[src/wdb_pkg.sv]
/* write-data staging buffer definitions
   widths, fixed read latency and configuration register map */
`default_nettype none

package wdb_pkg;

  ////////////////////
  // line geometry
  ////////////////////

  // command tag, also the line memory index
  localparam int tag_width       = 8;
  // one half cache line per memory entry
  localparam int half_line_bits  = 512;
  // one parity bit per double word
  localparam int dword_bits      = 64;
  localparam int parity_bits     = half_line_bits / dword_bits;
  // buffer read address, zero selects half 0
  localparam int read_addr_width = 6;

  // edges from request sample to data on the outputs
  localparam int read_latency    = 3;

  ////////////////////
  // config registers
  ////////////////////

  localparam int cfg_data_width      = 16;
  localparam int err_count_width     = 16;
  // ctrl register bits
  localparam int ctrl_enable_bit     = 0;
  localparam int ctrl_err_enable_bit = 1;
  // status register bits, write 1 to clear
  localparam int status_tag_err_bit  = 0;

  typedef enum logic [1:0] {
    cfg_ctrl      = 2'd0,
    cfg_status    = 2'd1,
    cfg_err_count = 2'd2
  } cfg_reg_e;

endpackage

`default_nettype wire
[src/buffer_config.sv]
/* configuration and status registers for the write-data buffer
   enables, sticky tag error flag and saturating error count */
`timescale 1ns/1ps
`default_nettype none

module buffer_config (
  input  logic                               clock,
  input  logic                               rstn,
  input  logic                               cfg_write,
  input  wdb_pkg::cfg_reg_e                  cfg_addr,
  input  logic [wdb_pkg::cfg_data_width-1:0] cfg_wdata,
  input  logic                               tag_error,
  output logic [wdb_pkg::cfg_data_width-1:0] cfg_rdata,
  output logic                               enable,
  output logic                               error_enable
);

  import wdb_pkg::*;

  logic                       tag_err_flag;
  logic [err_count_width-1:0] err_count;
  logic                       status_clear;
  logic                       count_clear;

  assign status_clear = cfg_write && (cfg_addr == cfg_status) &&
                        cfg_wdata[status_tag_err_bit];
  assign count_clear  = cfg_write && (cfg_addr == cfg_err_count);

  ////////////////////
  // register updates
  ////////////////////

  always_ff @(posedge clock or negedge rstn) begin
    if (!rstn) begin
      enable       <= 1'b0;
      error_enable <= 1'b0;
    end else if (cfg_write && (cfg_addr == cfg_ctrl)) begin
      enable       <= cfg_wdata[ctrl_enable_bit];
      error_enable <= cfg_wdata[ctrl_err_enable_bit];
    end
  end

  // new error beats a clear in the same cycle
  always_ff @(posedge clock or negedge rstn) begin
    if (!rstn) begin
      tag_err_flag <= 1'b0;
    end else if (tag_error) begin
      tag_err_flag <= 1'b1;
    end else if (status_clear) begin
      tag_err_flag <= 1'b0;
    end
  end

  // clear restarts at 1 if an error lands with it
  always_ff @(posedge clock or negedge rstn) begin
    if (!rstn) begin
      err_count <= '0;
    end else if (count_clear) begin
      err_count <= {{(err_count_width-1){1'b0}}, tag_error};
    end else if (tag_error && (err_count != '1)) begin
      err_count <= err_count + 1'b1;
    end
  end

  ////////////////////
  // read mux
  ////////////////////

  always_comb begin
    cfg_rdata = '0;
    case (cfg_addr)
      cfg_ctrl: begin
        cfg_rdata[ctrl_enable_bit]     = enable;
        cfg_rdata[ctrl_err_enable_bit] = error_enable;
      end
      cfg_status:    cfg_rdata[status_tag_err_bit] = tag_err_flag;
      cfg_err_count: cfg_rdata = err_count;
      default:       cfg_rdata = '0;
    endcase
  end

  // count only drops right after a count register write
  assert property (@(posedge clock) disable iff (!rstn)
    (err_count < $past(err_count)) |-> $past(count_clear))
    else $error("error count decreased without a clear");

endmodule

`default_nettype wire

[config.mk]
export PLATFORM = sky130hd
export DESIGN_NAME = buffer_config
export DESIGN_NICKNAME = d
export VERILOG_FILES = /design/src/wdb_pkg.sv /design/src/buffer_config.sv
export SDC_FILE = /design/constraint.sdc
export NUM_CORES = 1
export LEC_CHECK = 0
export BUFFER_PORTS_ARGS = -buffer_cell sky130_fd_sc_hd__buf_4
export CAP_MARGIN = 20
export CORE_MARGIN = 1.5
export CORE_UTILIZATION = 50
export CTS_CLUSTER_DIAMETER = 120
export CTS_CLUSTER_SIZE = 16
export DETAILED_ROUTE_END_ITERATION = 10
export HOLD_SLACK_MARGIN = 0.02
export MAX_ROUTING_LAYER = met4
export PLACE_DENSITY = 0.79
export SLEW_MARGIN = 40
export SYNTH_ARGS = -nofsm -noshare
export SYNTH_HDL_FRONTEND = slang
export SYNTH_SLANG_ARGS = --single-unit
[constraint.sdc]
create_clock -name clock -period 2.1 [get_ports clock]
set_input_delay 0 -clock clock [delete_from_list [all_inputs] [get_ports clock]]
set_output_delay 0 -clock clock [all_outputs]
set_load 0.05 [all_outputs]
==> results.toml, run 1 <==
[critical_path]
cp_slowest_cell = "or4_1"
end_kind = "flip-flop"
cp_num_buf_inv = 0
worst_setup_path_start_kind = "flip-flop"
slowest_delay_ns = 0.52
worstPathRequired_ns = 2.34
crit_path_cell_trace = "ha_1 > and4_1 > nand2_1 > or4_1 > a21oi_1"
worst-setup-path-type = "flip-flop to flip-flop"
cp.arrival_ns = 2.13
r2r_setup_slack_ns = 0.21
cp_top_family = "simple AND/OR/NAND/NOR gates"
r2r-start = "err_count[0]"
r2r_cells = 5
crit_fanout = 8
r2r-end = "err_count[10]"

[synthesis]
syn_area_per_cell_um2 = 9.35
synth_cells = 135
yosysWarnings = 0
postSynthNetCount = 158
yosys-top-cells-area = "dfrtp_1 38%, and2_1 7.9%, mux2i_1 7.9%"
yosys.area.top_type_share = 0.377
synth_area_um2 = 1260
ys_seq_elements = 19
post-synth-top-count-cell = "dfrtp_1"
synthTopCellsByCount = "19 x dfrtp_1, 17 x nand2_1, 16 x and2_1"
synth_top_flop_cell = "dfrtp_1"
synthArstFlopShare = 1.00
synth_edf_count = 0
synth_cell_types = 38
synth_top_area_cell = "dfrtp_1"
ys_seq_area_frac = 0.377

[job]
max_cap_violations = 0

[pwr]
swShare = 0.372
switchingPower_w = 0.000351
seqPwrFrac = 0.500
clkPwrFrac = 0.208
powerDensity_nw_per_um2 = 605
leakage_nw = 0.698
ir_worst_vdd_mv = 0.492
finalPower_w = 0.000946
p_int_w = 0.000594
p_comb_frac = 0.292

[final_layout]
fin_nets = 192
layout-drive-gt1-share = 0.280
antenna_cells = 0
stdcell_area_um2 = 1560
fin_util = 0.642
syn2layout_area_growth_pct = 23.8

[drt]
dr.pass1.iters = 4
wl_per_cell_um = 14.6
viasPerCell = 5.96
drt-total-wl_um = 2900
route.antenna.remaining_nets = 0
drc = 0
num_vias = 1181
drt_iter0_drc = 33

[floorplan]
die_area_um2 = 2840
die_w_um = 53.3
io-pin-count = 40
start_util = 0.519
core_um2 = 2430
rows = 18
die_y_um = 53.3

[clock_network]
h-tree-depth = 1
clkLatencyLatePin_ns = 0.30
clk_transition_reported_paths_ns = 0.12
clock_path_buffers = 2
cts_tree = "built"
cts_made_buffers = 3
clock-sinks = 19
root_buffer = "clkbuf_4"

[placed_design]
post_dp_cell_area_um2 = 1490
portBuffers = 25
dp_hpwl_um = 2000
place.gp.congestion = 0.841

[sta]
setup-tns-final_ns = 0
min_period_ns = 1.89
drv_slew = 0
hold-worst-slack_ns = 0.0439
fmax_ghz = 0.530
worstMarginPinSlew_ns = 0.492
maxSlewHeadroom = 0.672
hold_viol = 0
setup_viol = 0
timing.final.crit_share = 0.899
rsz0062_at_grt = "false"
clock_skew_ns = 0.00427

[min_path]
holdCritPathClass = "input port to flip-flop"
whs_path_depth = 3
worstHoldStart = "cfg_write"
holdPathEnd = "tag_err_flag"

[grt]
antenna_found_initial = 0
grt_pass1_wl_um = 4560
grt_pass1_vias = 987
grt_use_total = 0.224
grt_max_degree = 20
grt-ovfl-total = 0

[run_status]
status = "finished, final reports clean"
## worst min-delay path: cells and delay by family
kind | cells | cell delay [ns]
simple gates | 1 | 0.09
buf+inv | 1 | 0.12
compound gates | 1 | 0.11
## timing repair
action,4_1_cts,5_1_grt
endpoints found under the hold margin,22,0
resized for setup,0,1
hold buffers,4,0
setup endpoints to repair,0,1
setup buffers,0,0
## final cells by class
| cell class | count | area [µm²] |
|---|---|---|
| sequential | 19 | 475 |
| timing repair buffer | 34 | 265 |
| inverter | 2 | 7.51 |
| multi-input combinational | 109 | 751 |
| fill | 215 | 870 |
| clock buffer | 4 | 26.3 |
| tap | 30 | 37.5 |
## how the worst max path moves through the flow
| stage | start | endpoint | slack [ns] | cells after the start |
|---|---|---|---|---|
| after floorplan | enable | cfg_rdata[0] | 0.25 | 2 |
| after global placement | err_count[0] | err_count[14] | 0.30 | 5 |
| after detailed placement | err_count[0] | err_count[14] | 0.21 | 5 |
| after CTS | err_count[0] | err_count[14] | 0.18 | 5 |
| after global routing | err_count[0] | err_count[10] | 0.10 | 5 |
| final | err_count[0] | err_count[10] | 0.21 | 5 |
## cells by family after synthesis
| group | after synthesis | synth area share |
|---|---|---|
| AND/OR/NAND/NOR | 70 | 0.345 |
| multiplexers | 13 | 0.106 |
| AO/OA/AOI/OAI | 25 | 0.129 |
| buffers and inverters | 7 | 0.0337 |
| adder cells (fa/ha/maj) | 1 | 0.00991 |
| flip-flops | 19 | 0.377 |
## sequential cells by signal, summed over array words and instances, names as in the netlist
signal / count
err_count: 16
tag_err_flag: 1
enable: 1
error_enable: 1
## metrics by stage
step,worst slack (ns),cells
after global routing,0.101,198
after global placement,0.305,190
after floorplan,0.252,135
after detailed placement,0.206,190
final,0.212,198
after CTS,0.180,198
## power by group through the flow
stage          sequential [W]  combinational, W  clock (W)
4_1_cts              0.000471          0.000274   0.000196
3_3_place_gp         0.000473          0.000253          0
2_1_floorplan        0.000487          0.000164          0
5_1_grt              0.000483          0.000296   0.000209
3_5_place_dp         0.000478          0.000268          0
6_report             0.000473          0.000276   0.000197
## routing by layer
layer / up-vias / GRT usage / wire length [µm]
met5: - / - / 0
met4: 0 / 0.0427 / 59
met3: 12 / 0.0367 / 177
met2: 44 / 0.370 / 1450
met1: 563 / 0.290 / 1210
li1: 562 / - / -
## cell usage in the layout (no fill, tap or decap), types with 2 or more instances in the layout
cell and instances:
o21ai_0 2, dlygate4sd3_1 4, nand2_1 17, clkbuf_4 3
mux2i_1 10, a211oi_1 2, a21boi_0 2, mux2_2 3
and2_1 16, o31ai_1 5, nand4_1 4, nand3_1 3
dfrtp_1 19, inv_1 2, nor2_1 4, or2_2 5
nor3_1 3, buf_4 30, or4_1 5, a21oi_1 10
No activity file was read; power rests on OpenSTA's default activity.
==> run 2: changes to the inputs <==
--- a/config.mk
+++ b/config.mk
@@ -5,16 +5,16 @@
 export SDC_FILE = /design/constraint.sdc
 export NUM_CORES = 1
 export LEC_CHECK = 0
-export BUFFER_PORTS_ARGS = -buffer_cell sky130_fd_sc_hd__buf_4
 export CAP_MARGIN = 20
 export CORE_MARGIN = 1.5
-export CORE_UTILIZATION = 50
+export CORE_UTILIZATION = 62
 export CTS_CLUSTER_DIAMETER = 120
 export CTS_CLUSTER_SIZE = 16
 export DETAILED_ROUTE_END_ITERATION = 10
+export DONT_BUFFER_PORTS = 1
 export HOLD_SLACK_MARGIN = 0.02
 export MAX_ROUTING_LAYER = met4
-export PLACE_DENSITY = 0.79
+export PLACE_DENSITY = 0.78
 export SLEW_MARGIN = 40
 export SYNTH_ARGS = -nofsm -noshare
 export SYNTH_HDL_FRONTEND = slang
==> results.toml, run 2 (synthesis gave the netlist of run 1 again) <==
[pwr]
clkPwrFrac = 0.212
ir_worst_vdd_mv = 0.769
p_comb_frac = 0.240
powerDensity_nw_per_um2 = 648
p_int_w = 0.000579
leakage_nw = 0.587
switchingPower_w = 0.000333
swShare = 0.365
seqPwrFrac = 0.548

[sta]
hold-worst-slack_ns = 0.0568
clock_skew_ns = 0.00528
setup-tns-final_ns = 0
fmax_ghz = 0.524
rsz0062_at_grt = "false"
setup_viol = 0
worstMarginPinSlew_ns = 0.608
maxSlewHeadroom = 0.595
drv_slew = 0
min_period_ns = 1.91
hold_viol = 0
timing.final.crit_share = 0.909

[floorplan]
die_y_um = 48.1
core_um2 = 1940
start_util = 0.650
die_area_um2 = 2320
io-pin-count = 40
die_w_um = 48.1
rows = 16

[grt]
grt_pass1_vias = 910
grt_use_total = 0.275
grt-ovfl-total = 0
antenna_found_initial = 0
grt_pass1_wl_um = 4170
grt_max_degree = 20

[min_path]
worstHoldStart = "tag_error"
holdCritPathClass = "input port to flip-flop"
whs_path_depth = 3

[critical_path]
r2r_cells = 5
crit_fanout = 8
worst_setup_path_start_kind = "flip-flop"
worst-setup-path-type = "flip-flop to flip-flop"
cp.arrival_ns = 2.14
startpoint = "err_count[0]"
r2r-start = "err_count[0]"
end_kind = "flip-flop"
worstPathRequired_ns = 2.34

[clock_network]
cts_tree = "built"
clk_transition_reported_paths_ns = 0.11
cts_made_buffers = 3
clock_path_buffers = 2
h-tree-depth = 1
clock-sinks = 19
clkLatencyLatePin_ns = 0.31
root_buffer = "clkbuf_4"
cts_resized = 0

[placed_design]
portBuffers = 0
dp_hpwl_um = 1850
place.gp.congestion = 0.893
placedCellCount = 163

[final_layout]
fin_nets = 172
layout_commonest_cell = "dfrtp_1"
largest_reg_flops = 16
regArea_um2 = 475
layout_common_cells = "19 x dfrtp_1, 17 x nand2_1, 16 x and2_1"
multiInputGateArea_um2 = 744
antenna_cells = 0
final_cells = 175
fin_util = 0.725
layout-drive-gt1-share = 0.155
syn2layout_area_growth_pct = 11.5
fill_cells = 175
top_register = "err_count"

[drt]
viasPerCell = 6.15
num_vias = 1076
drt_iter0_drc = 3
drc = 0
route.antenna.remaining_nets = 0
dr.pass1.iters = 4
drt-total-wl_um = 2840
wl_per_cell_um = 16.2

[job]
max_cap_violations = 0

[run_status]
status = "finished, final reports clean"
==> run 2: cell types whose count changed in the layout (fill, tap and decap cells not counted) <==
| cell | delta |
|---|---|
| nor4b_1 | +1 |
| dlygate4sd3_1 | +3 |
| buf_2 | +1 |
| o21ai_0 | -1 |
| o21ai_1 | +1 |
| buf_4 | -24 |
| nor4b_2 | -1 |
==> run 2: worst paths after layout <==
| path | end | slack, ns |
|---|---|---|
| worst min-delay path | err_count[12] | 0.06 |
| max in group asynchronous | enable | 1.63 |
| worst max register to register | err_count[14] | 0.19 |
| worst max-delay path | err_count[14] | 0.19 |
| worst min register to register | err_count[15] | 0.57 |
| min in group asynchronous | err_count[12] | 0.16 |
==> run 2: power groups by stage <==
stage | clock [W] | combinational (W) | sequential [W]
floorplan | 0 | 0.000164 | 0.000487
global placement | 0 | 0.000183 | 0.000503
detailed placement | 0 | 0.000192 | 0.000505
CTS | 0.000197 | 0.000219 | 0.000499
global route | 0.000211 | 0.000241 | 0.000508
finish | 0.000193 | 0.000219 | 0.000500
==> run 2: worst max-delay path, cell delays in order (launching register included) <==
cell,delay (ns)
dfrtp_1,0.47
ha_1,0.24
and4_1,0.26
nand2_1,0.20
nor4b_1,0.45
mux2i_1,0.22
==> run 2: final cells by class <==
| class | count | share of cell area |
|---|---|---|
| Tap cell | 27 | 0.0240 |
| Multi-Input combinational cell | 109 | 0.529 |
| Clock buffer | 4 | 0.0187 |
| Inverter | 2 | 0.00533 |
| Sequential cell | 19 | 0.338 |
| Timing Repair Buffer | 14 | 0.0853 |
==> run 2: what timing repair did <==
action	in CTS	in global routing
hold buffers	7	1
setup buffers	0	0
endpoints found under the hold margin	27	19
==> run 2: through the flow <==
step	area, µm²	worst slack [ns]	power [W]
finish	1410	0.192	0.000913
global route	1410	0.0659	0.000960
CTS	1400	0.217	0.000914
detailed placement	1310	0.238	0.000696
global placement	1310	0.282	0.000686
floorplan	1260	0.252	0.000651
==> run 2: per-layer routing <==
metal / GRT usage / wire, µm
met2: 0.496 / 1510
met1: 0.307 / 1210
met3: 0.0296 / 77
met4: 0.114 / 34
met5: - / 0
